===== src/hw/rv_pkg.sv =====
`default_nettype none

package rv_pkg;

    // ------------------------------------------------------------------------
    // widths
    // ------------------------------------------------------------------------
    localparam int xlen       = 32; // data and address
    localparam int reg_addr_w = 5;  // register index
    localparam int num_regs   = 32;
    localparam int strb_w     = xlen / 8; // one strobe bit per byte

    // ------------------------------------------------------------------------
    // major opcodes, instr[6:0]
    // ------------------------------------------------------------------------
    localparam logic [6:0] opc_op_imm = 7'b0010011; // addi .. srai
    localparam logic [6:0] opc_op     = 7'b0110011; // register-register alu
    localparam logic [6:0] opc_lui    = 7'b0110111;
    localparam logic [6:0] opc_load   = 7'b0000011; // lw only
    localparam logic [6:0] opc_store  = 7'b0100011; // sw only
    localparam logic [6:0] opc_branch = 7'b1100011;
    localparam logic [6:0] opc_jal    = 7'b1101111;
    localparam logic [6:0] opc_jalr   = 7'b1100111;

    // alu operations
    typedef enum logic [3:0] {
        alu_add  = 4'd0,
        alu_sub  = 4'd1,
        alu_sll  = 4'd2,
        alu_slt  = 4'd3,
        alu_sltu = 4'd4,
        alu_xor  = 4'd5,
        alu_srl  = 4'd6,
        alu_sra  = 4'd7,
        alu_or   = 4'd8,
        alu_and  = 4'd9
    } alu_op_t;

    // branch funct3
    localparam logic [2:0] br_beq  = 3'b000;
    localparam logic [2:0] br_bne  = 3'b001;
    localparam logic [2:0] br_blt  = 3'b100; // signed
    localparam logic [2:0] br_bge  = 3'b101; // signed
    localparam logic [2:0] br_bltu = 3'b110;
    localparam logic [2:0] br_bgeu = 3'b111;

    // core stages, one instruction in flight
    typedef enum logic [1:0] {
        stage_if  = 2'd0, // fetch, bus active
        stage_ex  = 2'd1, // execute, single cycle
        stage_mem = 2'd2, // lw / sw, bus active
        stage_wb  = 2'd3  // writeback and pc update
    } stage_t;

endpackage

`default_nettype wire

===== src/hw/rv_core.sv =====
`timescale 1ns/1ps
`default_nettype none

module rv_core (
    input  logic                      clk,
    input  logic                      reset_n,
    output logic                      mem_valid,
    output logic [rv_pkg::xlen-1:0]   mem_addr,
    output logic [rv_pkg::xlen-1:0]   mem_wdata,
    output logic [rv_pkg::strb_w-1:0] mem_wstrb,
    input  logic                      mem_ready,
    input  logic [rv_pkg::xlen-1:0]   mem_rdata
);
    import rv_pkg::*;

    stage_t          stage_reg;
    logic [xlen-1:0] pc_reg;
    logic [xlen-1:0] instr_reg;  // fetched word
    logic [xlen-1:0] load_data;  // lw result

    // decode
    logic    reg_write, mem_write, mem_read;
    logic    alu_src_zero, alu_src_reg;
    alu_op_t alu_op;
    logic    branch, jump, jump_reg;

    logic [xlen-1:0]       imm;
    logic [reg_addr_w-1:0] rs1, rs2, rd;
    logic [xlen-1:0]       rs1_data, rs2_data, rf_wdata;
    logic                  rf_we;
    logic [xlen-1:0]       alu_in1, alu_in2, alu_result;
    logic                  branch_taken;
    logic [xlen-1:0]       pc_plus4, pc_next;

    assign rs1 = instr_reg[19:15];
    assign rs2 = instr_reg[24:20];
    assign rd  = instr_reg[11:7];

    rv_decoder u_decoder (
        .instr(instr_reg), .reg_write(reg_write), .mem_write(mem_write),
        .mem_read(mem_read), .alu_src_zero(alu_src_zero), .alu_src_reg(alu_src_reg),
        .alu_op(alu_op), .branch(branch), .jump(jump), .jump_reg(jump_reg)
    );

    rv_immgen u_immgen (.instr(instr_reg), .imm(imm));

    rv_regfile u_regfile (
        .clk(clk), .reset_n(reset_n), .we(rf_we), .waddr(rd), .wdata(rf_wdata),
        .raddr1(rs1), .raddr2(rs2), .rdata1(rs1_data), .rdata2(rs2_data)
    );

    assign alu_in1 = alu_src_zero ? '0 : rs1_data; // lui adds to zero
    assign alu_in2 = alu_src_reg ? rs2_data : imm;

    rv_execute u_execute (
        .in1(alu_in1), .in2(alu_in2), .alu_op(alu_op), .rs2_data(rs2_data),
        .funct3(instr_reg[14:12]), .alu_result(alu_result), .branch_taken(branch_taken)
    );

    // ------------------------------------------------------------------------
    // bus drive, by stage
    // ------------------------------------------------------------------------
    assign mem_valid = (stage_reg == stage_if) || (stage_reg == stage_mem);
    assign mem_addr  = (stage_reg == stage_mem) ? alu_result : pc_reg; // pc in fetch
    assign mem_wdata = (stage_reg == stage_mem && mem_write) ? rs2_data : '0;
    assign mem_wstrb = (stage_reg == stage_mem && mem_write) ? '1 : '0; // full word

    // writeback select and next pc
    assign pc_plus4 = pc_reg + 32'd4;
    assign rf_we    = (stage_reg == stage_wb) && reg_write;
    assign rf_wdata = mem_read ? load_data :
                      jump     ? pc_plus4  : // link
                                 alu_result;

    always_comb begin
        if (jump_reg) begin
            pc_next = alu_result & ~32'd1; // jalr drops bit 0
        end else if ((branch && branch_taken) || jump) begin
            pc_next = pc_reg + imm;
        end else begin
            pc_next = pc_plus4;
        end
    end

    // stage controller
    always_ff @(posedge clk) begin
        if (!reset_n) begin
            stage_reg <= stage_if;
            pc_reg    <= '0;
        end else begin
            case (stage_reg)
                stage_if: if (mem_ready) stage_reg <= stage_ex;
                stage_ex: stage_reg <= (mem_read || mem_write) ? stage_mem : stage_wb;
                stage_mem: if (mem_ready) stage_reg <= stage_wb;
                stage_wb: begin
                    pc_reg    <= pc_next;
                    stage_reg <= stage_if;
                end
                default: stage_reg <= stage_if;
            endcase
        end
    end

    // payload capture, no reset
    always_ff @(posedge clk) begin
        if (stage_reg == stage_if && mem_ready) instr_reg <= mem_rdata;
        if (stage_reg == stage_mem && mem_ready) load_data <= mem_rdata; // harmless on sw
    end

    // request held until accepted
    a_bus_stable: assert property (@(posedge clk) disable iff (!reset_n)
        mem_valid && !mem_ready |=> mem_valid && $stable(mem_addr) && $stable(mem_wstrb));

    // no write strobe outside a request
    a_wstrb_valid: assert property (@(posedge clk) disable iff (!reset_n)
        (mem_wstrb != '0) |-> mem_valid);

endmodule

`default_nettype wire


===== src/hw/rv_regfile.sv =====
`timescale 1ns/1ps
`default_nettype none

module rv_regfile (
    input  logic                          clk,
    input  logic                          reset_n,
    input  logic                          we,
    input  logic [rv_pkg::reg_addr_w-1:0] waddr,
    input  logic [rv_pkg::xlen-1:0]       wdata,
    input  logic [rv_pkg::reg_addr_w-1:0] raddr1,
    input  logic [rv_pkg::reg_addr_w-1:0] raddr2,
    output logic [rv_pkg::xlen-1:0]       rdata1,
    output logic [rv_pkg::xlen-1:0]       rdata2
);
    import rv_pkg::*;

    logic [xlen-1:0] regs [num_regs];

    // x0 reads zero whatever was written
    assign rdata1 = (raddr1 == '0) ? '0 : regs[raddr1];
    assign rdata2 = (raddr2 == '0) ? '0 : regs[raddr2];

    always_ff @(posedge clk) begin
        if (!reset_n) begin
            for (int i = 0; i < num_regs; i++) begin
                regs[i] <= '0;
            end
        end else if (we) begin
            regs[waddr] <= wdata; // end of writeback
        end
    end

endmodule

`default_nettype wire


===== src/hw/rv_execute.sv =====
`timescale 1ns/1ps
`default_nettype none

module rv_execute (
    input  logic [rv_pkg::xlen-1:0] in1,      // rs1 or zero
    input  logic [rv_pkg::xlen-1:0] in2,      // rs2 or imm
    input  rv_pkg::alu_op_t         alu_op,
    input  logic [rv_pkg::xlen-1:0] rs2_data, // compare operand
    input  logic [2:0]              funct3,
    output logic [rv_pkg::xlen-1:0] alu_result,
    output logic                    branch_taken
);
    import rv_pkg::*;

    logic [4:0] shamt;

    assign shamt = in2[4:0];

    // ------------------------------------------------------------------------
    // alu
    // ------------------------------------------------------------------------
    always_comb begin
        case (alu_op)
            alu_add:  alu_result = in1 + in2;
            alu_sub:  alu_result = in1 - in2;
            alu_sll:  alu_result = in1 << shamt;
            alu_slt:  alu_result = {{(xlen - 1){1'b0}}, $signed(in1) < $signed(in2)};
            alu_sltu: alu_result = {{(xlen - 1){1'b0}}, in1 < in2};
            alu_xor:  alu_result = in1 ^ in2;
            alu_srl:  alu_result = in1 >> shamt;
            alu_sra:  alu_result = $unsigned($signed(in1) >>> shamt); // sign fill
            alu_or:   alu_result = in1 | in2;
            alu_and:  alu_result = in1 & in2;
            default:  alu_result = in1 + in2;
        endcase
    end

    // branch compare, independent of alu_op
    always_comb begin
        case (funct3)
            br_beq:  branch_taken = (in1 == rs2_data);
            br_bne:  branch_taken = (in1 != rs2_data);
            br_blt:  branch_taken = ($signed(in1) < $signed(rs2_data));
            br_bge:  branch_taken = ($signed(in1) >= $signed(rs2_data));
            br_bltu: branch_taken = (in1 < rs2_data);
            br_bgeu: branch_taken = (in1 >= rs2_data);
            default: branch_taken = 1'b0; // 010 / 011 not a branch
        endcase
    end

endmodule

`default_nettype wire


===== src/hw/rv_immgen.sv =====
`timescale 1ns/1ps
`default_nettype none

module rv_immgen (
    input  logic [rv_pkg::xlen-1:0] instr,
    output logic [rv_pkg::xlen-1:0] imm
);
    import rv_pkg::*;

    logic [6:0] opcode;
    logic       shift_imm; // slli, srli, srai

    assign opcode    = instr[6:0];
    assign shift_imm = (opcode == opc_op_imm) && (instr[13:12] == 2'b01); // funct3 001 / 101

    always_comb begin
        case (opcode)
            opc_lui:    imm = {instr[31:12], 12'b0}; // U
            opc_store:  imm = {{20{instr[31]}}, instr[31:25], instr[11:7]}; // S
            opc_branch: imm = {{19{instr[31]}}, instr[31], instr[7],
                               instr[30:25], instr[11:8], 1'b0}; // B
            opc_jal:    imm = {{11{instr[31]}}, instr[31], instr[19:12],
                               instr[20], instr[30:21], 1'b0}; // J
            default: begin
                // I format, shifts keep just shamt
                if (shift_imm) begin
                    imm = {{(xlen - 5){1'b0}}, instr[24:20]};
                end else begin
                    imm = {{20{instr[31]}}, instr[31:20]};
                end
            end
        endcase
    end

endmodule

`default_nettype wire


===== src/hw/rv_decoder.sv =====
`timescale 1ns/1ps
`default_nettype none

module rv_decoder (
    input  logic [rv_pkg::xlen-1:0] instr,
    output logic                    reg_write,
    output logic                    mem_write,
    output logic                    mem_read,
    output logic                    alu_src_zero, // in1 = 0, lui
    output logic                    alu_src_reg,  // in2 = rs2, else imm
    output rv_pkg::alu_op_t         alu_op,
    output logic                    branch,
    output logic                    jump,         // jal and jalr
    output logic                    jump_reg      // jalr only
);
    import rv_pkg::*;

    logic [6:0] opcode;
    logic [2:0] funct3;
    logic       funct7_b5; // sub / sra select

    assign opcode    = instr[6:0];
    assign funct3    = instr[14:12];
    assign funct7_b5 = instr[30];

    // ------------------------------------------------------------------------
    // control levels
    // ------------------------------------------------------------------------
    always_comb begin
        reg_write    = 1'b0;
        mem_write    = 1'b0;
        mem_read     = 1'b0;
        alu_src_zero = 1'b0;
        alu_src_reg  = 1'b0;
        branch       = 1'b0;
        jump         = 1'b0;
        jump_reg     = 1'b0;
        case (opcode)
            opc_op_imm: reg_write = 1'b1;
            opc_op: begin
                reg_write   = 1'b1;
                alu_src_reg = 1'b1;
            end
            opc_lui: begin
                reg_write    = 1'b1;
                alu_src_zero = 1'b1; // 0 + imm
            end
            opc_load: begin
                reg_write = 1'b1;
                mem_read  = 1'b1;
            end
            opc_store: mem_write = 1'b1;
            opc_branch: begin
                branch      = 1'b1;
                alu_src_reg = 1'b1;
            end
            opc_jal: begin
                reg_write = 1'b1; // link
                jump      = 1'b1;
            end
            opc_jalr: begin
                reg_write = 1'b1;
                jump      = 1'b1;
                jump_reg  = 1'b1; // target from alu
            end
            default: ; // unknown opcode acts as nop
        endcase
    end

    // alu control
    always_comb begin
        alu_op = alu_add; // loads, stores, jumps, lui
        if (opcode == opc_branch) begin
            alu_op = alu_sub;
        end else if (opcode == opc_op || opcode == opc_op_imm) begin
            case (funct3)
                3'b000: alu_op = (opcode == opc_op && funct7_b5) ? alu_sub : alu_add;
                3'b001: alu_op = alu_sll;
                3'b010: alu_op = alu_slt;
                3'b011: alu_op = alu_sltu;
                3'b100: alu_op = alu_xor;
                3'b101: alu_op = funct7_b5 ? alu_sra : alu_srl; // srai too
                3'b110: alu_op = alu_or;
                default: alu_op = alu_and;
            endcase
        end
    end

endmodule

`default_nettype wire


===== config.mk =====
export PLATFORM = sky130hd
export DESIGN_NAME = rv_core
export DESIGN_NICKNAME = d
export VERILOG_FILES = /design/src/hw/rv_pkg.sv /design/src/hw/rv_core.sv /design/src/hw/rv_regfile.sv /design/src/hw/rv_execute.sv /design/src/hw/rv_immgen.sv /design/src/hw/rv_decoder.sv
export SDC_FILE = /design/constraint.sdc
export NUM_CORES = 2
export LEC_CHECK = 0
export BUFFER_PORTS_ARGS = -buffer_cell sky130_fd_sc_hd__buf_2
export CELL_PAD_IN_SITES_DETAIL_PLACEMENT = 1
export CELL_PAD_IN_SITES_GLOBAL_PLACEMENT = 1
export CORE_MARGIN = 5
export CORE_UTILIZATION = 50
export CTS_CLUSTER_SIZE = 40
export DETAILED_ROUTE_END_ITERATION = 16
export GPL_TIMING_DRIVEN = 1
export PLACE_DENSITY_LB_ADDON = 0.1
export SLEW_MARGIN = 20
export SYNTH_ARGS = -nofsm -noshare
export SYNTH_HDL_FRONTEND = slang
export SYNTH_SLANG_ARGS = --single-unit

===== constraint.sdc =====
create_clock -name clk -period 16.95 [get_ports clk]
set_clock_uncertainty 0.05 [all_clocks]
set_input_delay 3.39 -clock clk [delete_from_list [all_inputs] [get_ports clk]]
set_output_delay 3.39 -clock clk [all_outputs]
set_load 0.1 [all_outputs]

==> results_dict.tcl <==
set metrics [dict create \
    status "finished clean" \
    cts_buffers 121 \
    wl_mm 317 \
    clkTransAtPathRegs_ns 0.07 \
    crit_fanout 46 \
    grt_max_degree 85 \
    hold_path.class "flop to flop" \
    synth_cells 5866 \
    grt.total_usage_pct 42.2 \
    cts_tree "done" \
    worst_ep_required_time_ns 13.51 \
    drive_gt1_share_pct 23.4 \
    ir_drop_uv 245 \
    synth_warnings 0 \
    yosysUniqueCellTypes 113 \
    vias 56600 \
    p_per_area_nw_per_um2 208 \
    avgSynthCellArea_sq_um 11.9 \
    largest_reg_flops 1024 \
    dp_hpwl_mm 215 \
    synth_nets 6069 \
    initial_utilization_pct 50.3 \
    top_layer "met5" \
    cts_root_buf "clkbuf_16" \
    regMostFlops "u_regfile.regs" \
    drt_iter0_drc 7828 \
    synth_edf_count 1088 \
    clock_path_buffers 3 \
    grt_pass1_vias 57500 \
    ant_nets 0 \
    ioPinCount 104 \
    dieArea_sq_um 148000 \
    setup_viol 0 \
    met1_length_mm 113 \
    postCtsHoldBufs 0 \
    yosysSeqAreaShare_pct 47.9 \
    p_leak_nw 27.8 \
    worst-path-buf-inv 5 \
    cp_cell_sequence "buf_4, buf_16, buf_4, mux4_2, mux2i_1, mux2i_1, a22oi_1, inv_1, ha_1, or4_1, nand3b_1, nor2_1, o311ai_0, and3_1, a221oi_1, nor2_1, nor4_1, a21oi_1, buf_2" \
    met3WireLength_mm 36.5 \
    layout.nets 5978 \
    slew_viol_final 0 \
    cp_slowest_cell "nor4_1" \
    worstPathArrival_ns 9.65 \
    port_buffers 103 \
    start_kind "flop" \
    grt_antenna_before_repair 15 \
    gr-total-overflow 0 \
    fp.coreArea_sq_um 139000 \
    die_y_microns 384 \
    synth-seq-cells 1132 \
    route.met2.wl_mm 143 \
    htreeDepth 3 \
    cts_setup_buffers 0 \
    path_delay_family "simple AND/OR/NAND/NOR gates" \
    clock_latency_ns 0.79 \
    period_share_pct 77.2 \
    grt_pass1_wl_mm 439 \
    period_needed_ns 13.09 \
    cp-end-kind "primary output" \
    worstSetupPathType "flop to primary output" \
    gp_congestion 1.05 \
    nFillCells 14000 \
    syn-cell-area_sq_um 70100 \
    ff_latch_area_sq_um 33600 \
    synth_top_flop_cell "edfxtp_1" \
    max_stage_delay_ns 0.94 \
    area_growth_pct 9.58 \
    multiInputGateArea_sq_um 34100 \
    fmax_mhz 76.4 \
    first_pass_iters 6 \
    fp.dieW_microns 384 \
    cap_violations 0 \
    fin_tns_setup_ns 0 \
    cts.sinks 1132 \
    rsz0062_at_grt "false" \
    wire_per_inst_microns 40.9 \
    hold_viol_final 0 \
    fp-row-count 137 \
    remaining_drc_errors 0 \
    ctsResizeCount 0 \
    async_reset_ff_share_pct 0 \
    worst_slew_margin_rel_pct 14.4 \
    tightest_slew_ns 1.27 \
    vias_per_cell 7.29 \
    finalPower_mw 16.0 \
]
-- worst register-to-register path, stage by stage (launching register included) --
cell      delay, ns
dfxtp_4        0.85
buf_4          0.55
buf_16         0.33
buf_4          0.83
mux4_2         0.68
mux2i_1        0.17
mux2i_1        0.39
a22oi_1        0.60
inv_1          0.18
ha_1           0.46
or4_1          0.64
nand3b_1       0.41
nor2_1         0.18
o311ai_0       0.39
and3_1         0.37
a221oi_1       0.24
nor2_1         0.18
nor4_1         0.94
a211oi_2       0.39
a21oi_4        0.19
buf_4          0.44
nor2_1         0.15
-- routing by layer --
| layer | vias to the layer above | track usage [%] |
|---|---|---|
| met1 | 29200 | 53.7 |
| met3 | 1066 | 9.84 |
| met2 | 4176 | 65.9 |
| met5 | - | 0 |
| met4 | 8 | 25.7 |
| li1 | 22100 | - |
-- path summary, 6_finish.rpt --
kind | cells after the start | slack (ns) | from | to
worst max-delay path | 19 | 3.86 | flop | mem_addr[24]
worst min-delay path | 2 | 0.47 | pc_reg[0]$_SDFFE_PN0P_ | pc_reg[0]$_SDFFE_PN0P_
worst max register to register | 21 | 7.04 | flop | u_regfile.regs[31][24]$_SDFFCE_PN0P_
worst min register to register | 2 | 0.47 | pc_reg[0]$_SDFFE_PN0P_ | pc_reg[0]$_SDFFE_PN0P_
-- cell type report --
cell class	count	share of cell area, %
multi-input cells	4098	44.4
flip-flops and latches	1132	43.7
clock buffers	144	4.08
well taps	1876	3.06
repair buffers	294	2.64
clock inverters	81	1.42
inverters	128	0.632
diodes	7	0.0228
-- cells by family (layout without fill, tap and decap cells) --
family | Yosys count | in the layout | share of synthesized area [%]
other cells | 0 | 7 | 0
fa+ha+maj | 168 | 168 | 3.03
xor+xnor | 76 | 76 | 0.950
compound gates | 957 | 957 | 9.28
simple gates | 2091 | 2091 | 12.7
mux | 806 | 806 | 22.1
buf+inv | 636 | 647 | 4.14
flops | 1132 | 1132 | 47.9
-- report_power, final --
group | switching (mW) | total [mW] | internal, mW
Combinational | 6.95 | 9.71 | 2.76
Sequential | 0.221 | 3.42 | 3.20
Clock | 1.21 | 2.87 | 1.66
-- stage by stage --
| stage | worst slack [ns] | cell area [sq um] | std cells | hold WS [ns] | utilization [%] |
|---|---|---|---|---|---|
| 2_1_floorplan | 5.92 | 70100 | 5866 | 0.413 | - |
| 3_3_place_gp | 4.93 | 72500 | 7526 | 0.426 | 52.0 |
| 3_5_place_dp | 4.70 | 72500 | 7526 | 0.446 | 52.0 |
| 4_1_cts | 3.83 | 76700 | 7751 | 0.454 | 55.0 |
| 5_1_grt | 3.57 | 76800 | 7753 | 0.486 | 55.1 |
| 6_report | 3.86 | 76800 | 7760 | 0.468 | 55.1 |
-- cells in the final DEF, fill, tap and decap left out, drive strengths merged, types with 25 or more instances in the layout --
master | netlist | routed
a211oi | 55 | 55
a21o | 40 | 40
a21oi | 200 | 200
a221oi | 27 | 27
a22oi | 54 | 54
a31oi | 26 | 26
and3 | 25 | 25
buf | 229 | 294
clkbuf | 279 | 144
clkinv | 2 | 54
dfxtp | 44 | 44
edfxtp | 1088 | 1088
ha | 165 | 165
inv | 126 | 127
mux2 | 64 | 64
mux2i | 157 | 157
mux4 | 585 | 585
nand2 | 348 | 348
nand3 | 161 | 161
nor2 | 1345 | 1345
nor3 | 58 | 58
o211ai | 45 | 45
o21ai | 251 | 251
o22ai | 46 | 46
xnor2 | 54 | 54
-- cell usage after synthesis (16+ instances only) --
| cell | n | area share, % |
|---|---|---|
| a211oi_1 | 54 | 0.58 |
| a21o_1 | 40 | 0.43 |
| a21oi_1 | 194 | 1.4 |
| a221oi_1 | 17 | 0.21 |
| a22oi_1 | 42 | 0.45 |
| a31oi_1 | 26 | 0.23 |
| and2_1 | 18 | 0.16 |
| and3_1 | 25 | 0.22 |
| buf_1 | 39 | 0.21 |
| buf_2 | 135 | 0.96 |
| buf_4 | 19 | 0.20 |
| buf_6 | 35 | 0.56 |
| clkbuf_1 | 279 | 1.5 |
| dfxtp_1 | 44 | 1.3 |
| edfxtp_1 | 1088 | 47 |
| ha_1 | 165 | 2.9 |
| inv_1 | 121 | 0.65 |
| mux2_2 | 64 | 1.0 |
| mux2i_1 | 157 | 2.2 |
| mux4_2 | 584 | 19 |
| nand2_1 | 347 | 1.9 |
| nand2b_1 | 16 | 0.14 |
| nand3_1 | 160 | 1.1 |
| nand4_1 | 18 | 0.16 |
| nor2_1 | 1284 | 6.9 |
| nor2_2 | 59 | 0.53 |
| nor2b_1 | 20 | 0.18 |
| nor3_1 | 56 | 0.40 |
| o211ai_1 | 45 | 0.48 |
| o21a_1 | 16 | 0.17 |
| o21ai_0 | 199 | 1.4 |
| o21ai_1 | 47 | 0.34 |
| o21bai_1 | 20 | 0.21 |
| o221ai_1 | 22 | 0.27 |
| o22ai_1 | 46 | 0.41 |
| o31ai_1 | 18 | 0.19 |
| xnor2_1 | 54 | 0.67 |
| xor2_1 | 22 | 0.27 |
Power figures use the tool's default switching activity.
